--- src/ppu_pkg.sv ---
// ==========================================================
// PPU package
// Widths, pixel and configuration structs, video mode enums
// ==========================================================
`default_nettype none

package ppu_pkg;

  // ==========================================================
  // Widths
  // ==========================================================
  localparam int COLOR_W_I  = 7;
  localparam int COLOR_W_O  = 8;
  localparam int LINE_CNT_W = 10;

  // One demultiplexed N64 pixel, sync flags active high
  typedef struct packed {
    logic                 vsync;
    logic                 hsync;
    logic [COLOR_W_I-1:0] r;
    logic [COLOR_W_I-1:0] g;
    logic [COLOR_W_I-1:0] b;
  } n64_pixel_t;

  // One output pixel
  typedef struct packed {
    logic                 vsync;
    logic                 hsync;
    logic                 de;
    logic [COLOR_W_O-1:0] r;
    logic [COLOR_W_O-1:0] g;
    logic [COLOR_W_O-1:0] b;
  } vid_out_t;

  // ==========================================================
  // Output targets and video modes
  // ==========================================================
  // T_240P also stands for the 288p target in PAL
  typedef enum logic [2:0] {
    T_480P, T_720P, T_960P, T_1080P, T_1200P, T_1440P, T_1440WP, T_240P
  } target_res_e;

  typedef enum logic [4:0] {
    USE_VGAp60, USE_480p60, USE_576p50,
    USE_720p60, USE_720p50, USE_960p60, USE_960p50,
    USE_1080p60, USE_1080p50, USE_1200p60, USE_1200p50,
    USE_1440p60, USE_1440p50, USE_1440Wp60, USE_1440Wp50,
    USE_240p60, USE_288p50
  } vmode_e;

  // Host configuration word
  typedef struct packed {
    target_res_e target;
    logic        use_vga_480p;
    logic        force60;
    logic        force50;
    logic        lowlatency;
    logic        n16bit_mode;  // 0 selects 16-bit colour
    logic        sl_en;
    logic [3:0]  sl_str;
  } ppu_cfg_t;

  // Status word reported back to the host
  typedef struct packed {
    logic   vdata_detected;
    logic   palmode;
    logic   n64_480i;
    vmode_e vmode;
    logic   color_16bit;
    logic   lowlatency;
    logic   sl_en;
  } ppu_state_t;

endpackage

`default_nettype wire

--- src/n64_vdemux.sv ---
// ==========================================================
// N64 video demultiplexer
// Rebuilds whole pixels from the sync, R, G and B phases
// ==========================================================
`timescale 1ns/1ns
`default_nettype none

module n64_vdemux import ppu_pkg::*; (
  input  logic                 N64_CLK_i,
  input  logic                 reset_i,
  input  logic                 nVDSYNC_i,
  input  logic [COLOR_W_I-1:0] VD_i,
  input  logic                 n16bit_mode_i,
  output logic                 pix_valid_o,
  output n64_pixel_t           pix_o
);

  // Phase 0 idles until the next sync phase
  logic [1:0]           phase_q;
  logic                 vsync_hold_q;
  logic                 hsync_hold_q;
  logic [COLOR_W_I-1:0] r_hold_q;
  logic [COLOR_W_I-1:0] g_hold_q;
  logic [COLOR_W_I-1:0] color_mask;

  // Two LSBs dropped in 16-bit mode
  assign color_mask = n16bit_mode_i ? {COLOR_W_I{1'b1}} : {{(COLOR_W_I-2){1'b1}}, 2'b00};

  always_ff @(posedge N64_CLK_i) begin
    if (reset_i) begin
      phase_q     <= 2'd0;
      pix_valid_o <= 1'b0;
    end else begin
      pix_valid_o <= 1'b0;
      if (!nVDSYNC_i) begin
        phase_q <= 2'd1;
      end else begin
        case (phase_q)
          2'd1:    phase_q <= 2'd2;
          2'd2:    phase_q <= 2'd3;
          2'd3: begin
            phase_q     <= 2'd0;
            pix_valid_o <= 1'b1;
          end
          default: phase_q <= 2'd0;
        endcase
      end
    end
  end

  // Holding registers for the sync nibble and colour phases
  always_ff @(posedge N64_CLK_i) begin
    if (!nVDSYNC_i) begin
      // Nibble is {vsync_n, clamp_n, hsync_n, csync_n}
      vsync_hold_q <= ~VD_i[3];
      hsync_hold_q <= ~VD_i[1];
    end else if (phase_q == 2'd1) begin
      r_hold_q <= VD_i;
    end else if (phase_q == 2'd2) begin
      g_hold_q <= VD_i;
    end else if (phase_q == 2'd3) begin
      pix_o.vsync <= vsync_hold_q;
      pix_o.hsync <= hsync_hold_q;
      pix_o.r     <= r_hold_q & color_mask;
      pix_o.g     <= g_hold_q & color_mask;
      pix_o.b     <= VD_i & color_mask;
    end
  end

endmodule

`default_nettype wire

--- src/n64_vinfo.sv ---
// ==========================================================
// N64 video info detection
// Lines per field give PAL/NTSC and progressive/interlaced
// ==========================================================
`timescale 1ns/1ns
`default_nettype none

module n64_vinfo import ppu_pkg::*; #(
  parameter int PAL_LINES_MIN = 288
) (
  input  logic       N64_CLK_i,
  input  logic       reset_i,
  input  logic       pix_valid_i,
  input  n64_pixel_t pix_i,
  output logic       vdata_detected_o,
  output logic       palmode_o,
  output logic       n64_480i_o
);

  logic                  hsync_q;
  logic                  vsync_q;
  logic                  hs_rise;
  logic                  vs_rise;
  logic [LINE_CNT_W-1:0] line_cnt_q;
  logic [LINE_CNT_W-1:0] prev_cnt_q;
  // Saturates at 2 fields
  logic [1:0]            field_cnt_q;

  // Edges are taken between consecutive valid pixels only
  assign hs_rise = pix_valid_i & pix_i.hsync & ~hsync_q;
  assign vs_rise = pix_valid_i & pix_i.vsync & ~vsync_q;

  assign vdata_detected_o = field_cnt_q[1];

  always_ff @(posedge N64_CLK_i) begin
    if (reset_i) begin
      hsync_q     <= 1'b0;
      vsync_q     <= 1'b0;
      line_cnt_q  <= '0;
      prev_cnt_q  <= '0;
      field_cnt_q <= 2'd0;
      palmode_o   <= 1'b0;
      n64_480i_o  <= 1'b0;
    end else begin
      if (pix_valid_i) begin
        hsync_q <= pix_i.hsync;
        vsync_q <= pix_i.vsync;
      end
      if (vs_rise) begin
        // A line start on the field-start pixel opens line 1
        line_cnt_q <= hs_rise ? LINE_CNT_W'(1) : '0;
        prev_cnt_q <= line_cnt_q;
        if (!field_cnt_q[1])
          field_cnt_q <= field_cnt_q + 2'd1;
        // First edge has no complete field behind it
        if (field_cnt_q != 2'd0) begin
          palmode_o  <= (line_cnt_q > LINE_CNT_W'(PAL_LINES_MIN));
          n64_480i_o <= (line_cnt_q != prev_cnt_q);
        end
      end else if (hs_rise) begin
        line_cnt_q <= line_cnt_q + 1'b1;
      end
    end
  end

endmodule

`default_nettype wire

--- src/vmode_select.sv ---
// ==========================================================
// Output video mode selection
// Registers the config and builds the PPU state word
// ==========================================================
`timescale 1ns/1ns
`default_nettype none

module vmode_select import ppu_pkg::*; (
  input  logic       N64_CLK_i,
  input  logic       reset_i,
  input  ppu_cfg_t   cfg_i,
  input  logic       vdata_detected_i,
  input  logic       palmode_i,
  input  logic       n64_480i_i,
  output logic       n16bit_mode_o,
  output logic       sl_en_o,
  output logic [3:0] sl_str_o,
  output ppu_state_t state_o
);

  ppu_cfg_t cfg_q;
  vmode_e   vmode_ntsc;
  vmode_e   vmode_pal;
  vmode_e   vmode_next;
  logic     use_force60;
  logic     use_force50;

  always_comb begin
    case (cfg_i.target)
      T_1440WP: vmode_ntsc = USE_1440Wp60;
      T_1440P:  vmode_ntsc = USE_1440p60;
      T_1200P:  vmode_ntsc = USE_1200p60;
      T_1080P:  vmode_ntsc = USE_1080p60;
      T_960P:   vmode_ntsc = USE_960p60;
      T_720P:   vmode_ntsc = USE_720p60;
      T_240P:   vmode_ntsc = USE_240p60;
      default:  vmode_ntsc = cfg_i.use_vga_480p ? USE_VGAp60 : USE_480p60;
    endcase
    case (cfg_i.target)
      T_1440WP: vmode_pal = USE_1440Wp50;
      T_1440P:  vmode_pal = USE_1440p50;
      T_1200P:  vmode_pal = USE_1200p50;
      T_1080P:  vmode_pal = USE_1080p50;
      T_960P:   vmode_pal = USE_960p50;
      T_720P:   vmode_pal = USE_720p50;
      T_480P:   vmode_pal = USE_576p50;
      default:  vmode_pal = USE_288p50;
    endcase
  end

  // No forcing in low latency mode, nor 60 Hz in 288p and 50 Hz in 240p
  assign use_force60 = cfg_i.force60 & ~cfg_i.lowlatency &
                       ~(palmode_i & (cfg_i.target == T_240P));
  assign use_force50 = cfg_i.force50 & ~cfg_i.lowlatency & (cfg_i.target != T_240P);

  assign vmode_next = use_force60 ? vmode_ntsc :
                      use_force50 ? vmode_pal  :
                      palmode_i   ? vmode_pal  : vmode_ntsc;

  always_ff @(posedge N64_CLK_i) begin
    if (reset_i) begin
      cfg_q             <= '0;
      cfg_q.n16bit_mode <= 1'b1;
      state_o           <= '0;
    end else begin
      cfg_q                  <= cfg_i;
      state_o.vdata_detected <= vdata_detected_i;
      state_o.palmode        <= palmode_i;
      state_o.n64_480i       <= n64_480i_i;
      state_o.vmode          <= vmode_next;
      state_o.color_16bit    <= ~cfg_i.n16bit_mode;
      state_o.lowlatency     <= cfg_i.lowlatency;
      state_o.sl_en          <= cfg_i.sl_en;
    end
  end

  assign n16bit_mode_o = cfg_q.n16bit_mode;
  assign sl_en_o       = cfg_q.sl_en;
  assign sl_str_o      = cfg_q.sl_str;

endmodule

`default_nettype wire

--- src/scanline_emu.sv ---
// ==========================================================
// Scanline emulation
// Expands colour to 8 bits and darkens every odd line
// ==========================================================
`timescale 1ns/1ns
`default_nettype none

module scanline_emu import ppu_pkg::*; (
  input  logic       N64_CLK_i,
  input  logic       reset_i,
  input  logic       pix_valid_i,
  input  n64_pixel_t pix_i,
  input  logic       sl_en_i,
  input  logic [3:0] sl_str_i,
  output logic       vid_valid_o,
  output vid_out_t   vid_o
);

  logic       hsync_q;
  logic       odd_line_q;
  logic       odd_line;
  logic       darken;
  logic [7:0] strength;

  // Copy the MSB into the new LSB
  function automatic logic [COLOR_W_O-1:0] expand(input logic [COLOR_W_I-1:0] c);
    return {c, c[COLOR_W_I-1]};
  endfunction

  function automatic logic [COLOR_W_O-1:0] scale(input logic [COLOR_W_O-1:0] c,
                                                 input logic [7:0] s,
                                                 input logic en);
    logic [COLOR_W_O+7:0] prod;
    prod = c * s;
    return en ? prod[COLOR_W_O+7:8] : c;
  endfunction

  // (str + 1) * 16 - 1
  assign strength = {sl_str_i, 4'hF};

  // Parity of the line the current pixel belongs to
  assign odd_line = pix_i.vsync ? 1'b0 :
                    (pix_i.hsync & ~hsync_q) ? ~odd_line_q : odd_line_q;
  assign darken   = sl_en_i & odd_line;

  always_ff @(posedge N64_CLK_i) begin
    if (reset_i) begin
      hsync_q     <= 1'b0;
      odd_line_q  <= 1'b0;
      vid_valid_o <= 1'b0;
      vid_o.vsync <= 1'b0;
      vid_o.hsync <= 1'b0;
      vid_o.de    <= 1'b0;
    end else begin
      vid_valid_o <= pix_valid_i;
      if (pix_valid_i) begin
        hsync_q     <= pix_i.hsync;
        odd_line_q  <= odd_line;
        vid_o.vsync <= pix_i.vsync;
        vid_o.hsync <= pix_i.hsync;
        vid_o.de    <= ~pix_i.vsync & ~pix_i.hsync;
      end
    end
  end

  // Colour payload
  always_ff @(posedge N64_CLK_i) begin
    if (pix_valid_i) begin
      vid_o.r <= scale(expand(pix_i.r), strength, darken);
      vid_o.g <= scale(expand(pix_i.g), strength, darken);
      vid_o.b <= scale(expand(pix_i.b), strength, darken);
    end
  end

endmodule

`default_nettype wire

--- src/ppu_top.sv ---
// ==========================================================
// N64 post-processor front end
// Demux, video info, mode selection and scanline stage
// ==========================================================
`timescale 1ns/1ns
`default_nettype none

module ppu_top import ppu_pkg::*; #(
  parameter int PAL_LINES_MIN = 288
) (
  input  logic                 N64_CLK_i,
  input  logic                 reset_i,
  input  logic                 nVDSYNC_i,
  input  logic [COLOR_W_I-1:0] VD_i,
  input  ppu_cfg_t             ConfigSet_i,
  output ppu_state_t           PPUState_o,
  output logic                 vid_valid_o,
  output vid_out_t             vid_o
);

  logic       pix_valid;
  n64_pixel_t pix;
  logic       vdata_detected;
  logic       palmode;
  logic       n64_480i;
  logic       n16bit_mode;
  logic       sl_en;
  logic [3:0] sl_str;

  // ==========================================================
  // Input side
  // ==========================================================
  n64_vdemux vdemux_u (
    .N64_CLK_i     (N64_CLK_i),
    .reset_i       (reset_i),
    .nVDSYNC_i     (nVDSYNC_i),
    .VD_i          (VD_i),
    .n16bit_mode_i (n16bit_mode),
    .pix_valid_o   (pix_valid),
    .pix_o         (pix)
  );

  n64_vinfo #(
    .PAL_LINES_MIN (PAL_LINES_MIN)
  ) vinfo_u (
    .N64_CLK_i        (N64_CLK_i),
    .reset_i          (reset_i),
    .pix_valid_i      (pix_valid),
    .pix_i            (pix),
    .vdata_detected_o (vdata_detected),
    .palmode_o        (palmode),
    .n64_480i_o       (n64_480i)
  );

  // ==========================================================
  // Config and output side
  // ==========================================================
  vmode_select vmode_select_u (
    .N64_CLK_i        (N64_CLK_i),
    .reset_i          (reset_i),
    .cfg_i            (ConfigSet_i),
    .vdata_detected_i (vdata_detected),
    .palmode_i        (palmode),
    .n64_480i_i       (n64_480i),
    .n16bit_mode_o    (n16bit_mode),
    .sl_en_o          (sl_en),
    .sl_str_o         (sl_str),
    .state_o          (PPUState_o)
  );

  scanline_emu scanline_emu_u (
    .N64_CLK_i   (N64_CLK_i),
    .reset_i     (reset_i),
    .pix_valid_i (pix_valid),
    .pix_i       (pix),
    .sl_en_i     (sl_en),
    .sl_str_i    (sl_str),
    .vid_valid_o (vid_valid_o),
    .vid_o       (vid_o)
  );

endmodule

`default_nettype wire

--- config.mk ---
export PLATFORM = sky130hd
export DESIGN_NAME = ppu_top
export DESIGN_NICKNAME = d
export VERILOG_FILES = /design/src/ppu_pkg.sv /design/src/n64_vdemux.sv /design/src/n64_vinfo.sv /design/src/vmode_select.sv /design/src/scanline_emu.sv /design/src/ppu_top.sv
export SDC_FILE = /design/constraint.sdc
export NUM_CORES = 1
export LEC_CHECK = 0
export ABC_AREA = 1
export BUFFER_PORTS_ARGS = -buffer_cell sky130_fd_sc_hd__buf_2
export CAP_MARGIN = 20
export CORE_ASPECT_RATIO = 1.5
export CORE_MARGIN = 4
export CORE_UTILIZATION = 45
export CTS_BUF_LIST = sky130_fd_sc_hd__clkbuf_4 sky130_fd_sc_hd__clkbuf_8
export DETAILED_ROUTE_END_ITERATION = 16
export PLACE_DENSITY = 0.71
export SLEW_MARGIN = 20
export SYNTH_ARGS = -nofsm -noshare
export SYNTH_HDL_FRONTEND = slang
export SYNTH_SLANG_ARGS = --single-unit
export TNS_END_PERCENT = 10
--- constraint.sdc ---
create_clock -name N64_CLK_i -period 4.8 [get_ports N64_CLK_i]
set_input_delay 1.44 -clock N64_CLK_i [delete_from_list [all_inputs] [get_ports N64_CLK_i]]
set_output_delay 1.44 -clock N64_CLK_i [all_outputs]
set_load 0.05 [all_outputs]
==> results.md <==
- Core Rows: 67
- Area Overhead vs Synth: 8.082%
- Reg area: 2853 um^2
- # diodes: 0
- Drt first-iter violations: 261
- Critical path class: flop to flop
- Max-Cap Viols: 0
- Die area: 25,560 um^2
- Syn Nets: 1,505
- Pint: 1.549 mW
- Post-Syn Instances: 1,269
- Tmin final: 4423 ps
- R2r setup slk: 380 ps
- Final hold violation count: 0
- Setup TNS: 0 ps
- First-pass GRT wire length: 38.25 mm
- Final instance area: 11,190 um^2
- Pre-CTS WS: 370.5 ps
- Seq cells post-synth: 111
- # IOs: 62
- Largest net degree at the start of global routing: 30
- Cell taking the most area after synthesis: fa_1
- Initial antenna violation count: 0
- Die height: 193.8 um
- Cell area after synthesis: 10,360 um^2
- Post-synth EDFFs: 63
- Hold slack final: 418.8 ps
- Clock Sinks: 111
- Layout cells sized above 1: 0.08377
- Clock tree buffer depth: 2
- Area of the core: 22,470 um^2
- Worst Setup EP: scanline_emu_u.vid_o[23]$_DFFE_PP_
- All-Layer GR Usage: 0.1810
- Cts repair resizes: 0
- Leak Pwr: 6.185 nW
- Top cells by area, synth: fa_1 (20%), edfxtp_1 (18%), ha_1 (13%), inv_1 (13%), nand2_1 (11%)
- 1st-pass router iterations: 4
- Flop pwr share: 0.423
- GR Overflow Total: 0
- Pwr per Cell Area: 217.0 nW/um^2
- Final worst setup slack: 377.1 ps
- Worst Path Max Fanout: 12
- Vias/cell: 4.895
- Clock Tree Root: clkbuf_8
- Post-CTS Setup Repair Bufs: 0
- Startpoint types: flop
- Commonest cells in the netlist: inv_1 (349), nand2_1 (298), ha_1 (108)
- Critical Path RT: 4970 ps
- Via count: 7,895
- CTS tree: yes
- TritonCTS Buffers: 9
- Clock-pin slew of the registers on the worst-case setup and hold paths: 120 ps
- Critical Path AT: 4600 ps
- Placed cell count: 1,598
- Clock latency on the worst-skew pair: 400 ps
- Ys flop type: edfxtp_1
- Filler cell count: 2,169
- Achievable Freq: 226.1 MHz
- Worst slew pin tran: 1064 ps
- Seq/Total Area, Yosys: 0.2754
- Combinational Power Share: 0.322
- Clk_skew: 19.96 ps
- Number of global-route vias before repair: 8,387
- Peak supply drop: 237.6 uV
- Routed WL: 22.20 mm
- Htree depth: 3
- GPL Wtd Cong: 0.8940
- Worst Setup End Kind: flop
- Final #Nets: 1,569
- Multi-input logic area: 6071 um^2
- Reg2reg start: vmode_select_u.sl_str_o[2]$_SDFF_PP0_
- Net Switching: 879.8 uW
- Yosys cell types: 43
- Fin crit share: 0.9214
- Status: finished clean
- DRC Markers: 0
- Top cell type's share of synthesized area: 0.2029
- Slew Limit Fails: 0
- Switching part of the total power: 0.3622
- Placed instance area: 10,990 um^2
- Routed wire per std cell: 13.76 um
- HP Class: flop to flop
- Hold buffer count at CTS: 0
- Worst r2r path cells: 19
- Final Non-Filler Cells: 1,613
- Slew HR: 0.2896
- R2R Path End: scanline_emu_u.vid_o[23]$_DFFE_PP_
- Antenna Nets Post-Route: 0
- Port Buffers: 61
- Power, Total: 2.429 mW
- Yosys warnings: 0
- Most frequent cell after synthesis: inv_1
- DP HPWL: 18.26 mm
- Post-synth ARST share: 0
- Final setup viols: 0
- Die width: 131.9 um
- Core Util, Final: 0.4983
- Syn_area_per_cell: 8.162 um^2
- RSZ-0062 raised after global routing: false
- Clock power frac: 0.256
- Setup crit start: vmode_select_u.sl_str_o[2]$_SDFF_PP0_
- Starting density of the core: 0.4610
-- critical path: stages, from the launching register on --
cell and delay (ps):
dfxtp_1 690, buf_4 290, nand2_1 70, inv_1 90, fa_1 440, fa_1 480
fa_1 500, inv_1 50, fa_1 470, inv_1 40, ha_1 340, nand2_1 130
inv_1 60, nand2_1 80, inv_1 50, and2_1 140, nand2_1 80, nand3_1 70
nand3_1 90, nand2_1 70
-- layout by cell type (no fill, tap or decap), types with 5 or more instances in the layout --
cell,n
ha_1,108
nand3_1,59
buf_2,61
clkbuf_8,9
nand2_1,298
buf_4,12
dfxtp_1,48
nor3_1,12
fa_1,105
inv_2,5
nand3b_1,5
o21bai_1,6
inv_1,349
edfxtp_1,63
o21ai_0,37
nand4_1,16
nor2_1,55
a21oi_1,38
-- flip-flops by register name (all words and copies together), names as in the netlist, 2 cells and up --
| signal | cells |
|---|---|
| vmode_select_u.sl_str_o | 4 |
| vinfo_u.prev_cnt_q | 10 |
| vdemux_u.r_hold_q | 7 |
| vdemux_u.pix_o | 23 |
| vinfo_u.line_cnt_q | 10 |
| vdemux_u.phase_q | 2 |
| vdemux_u.g_hold_q | 7 |
| vmode_select_u.state_o | 11 |
| vinfo_u.field_cnt_q | 2 |
| scanline_emu_u.vid_o | 25 |
-- worst min path at each step --
stage | from | slack (ps) | depth (start not counted) | to
4_1_cts | vdemux_u.r_hold_q[6]$_DFFE_PP_ | 420 | 0 | vdemux_u.pix_o[20]$_DFFE_PP_
2_1_floorplan | vinfo_u.n64_480i_o$_SDFFE_PP0P_ | 400 | 2 | vmode_select_u.state_o[8]$_SDFF_PP0_
5_1_grt | vdemux_u.g_hold_q[4]$_DFFE_PP_ | 440 | 0 | vdemux_u.pix_o[11]$_DFFE_PP_
6_report | vdemux_u.r_hold_q[6]$_DFFE_PP_ | 420 | 0 | vdemux_u.pix_o[20]$_DFFE_PP_
3_5_place_dp | vdemux_u.r_hold_q[6]$_DFFE_PP_ | 400 | 0 | vdemux_u.pix_o[20]$_DFFE_PP_
3_3_place_gp | vdemux_u.g_hold_q[2]$_DFFE_PP_ | 400 | 0 | vdemux_u.pix_o[9]$_DFFE_PP_
-- per-layer routing --
metal | GRT usage | wire, um | part of all wire | up-vias
met5 | 0 | 0 | 0 | -
met4 | 0.06501 | 539 | 0.024 | 0
met3 | 0.02804 | 868 | 0.039 | 41
met2 | 0.3397 | 11590 | 0.52 | 171
met1 | 0.2059 | 9202 | 0.41 | 3706
li1 | - | - | - | 3977
-- logic make-up after synthesis --
family	count (synthesis)	share of synthesized area
XOR/XNOR	7	0.005919
AO/OA/AOI/OAI	97	0.05219
flip-flops	111	0.2754
AND/OR/NAND/NOR	467	0.1944
buffers and inverters	374	0.1387
adder cells (fa/ha/maj)	213	0.3334
-- power by group through the flow --
stage	registers [mW]	logic (mW)	clock network [mW]
after global routing	1.03	0.911	0.667
after global placement	1.05	0.759	0
after detailed placement	1.05	0.775	0
after CTS	1.03	0.781	0.629
after floorplan	1.06	0.594	0
final	1.03	0.782	0.621
-- cell type report --
class	instances	area share
Multi-Input combinational cell	784	0.5423
Inverter	354	0.1187
Sequential cell	111	0.2548
Clock inverter	6	0.006930
Clock buffer	9	0.01107
Timing Repair Buffer	73	0.03532
Tap cell	276	0.03085
(Power assumes the default switching activity.)
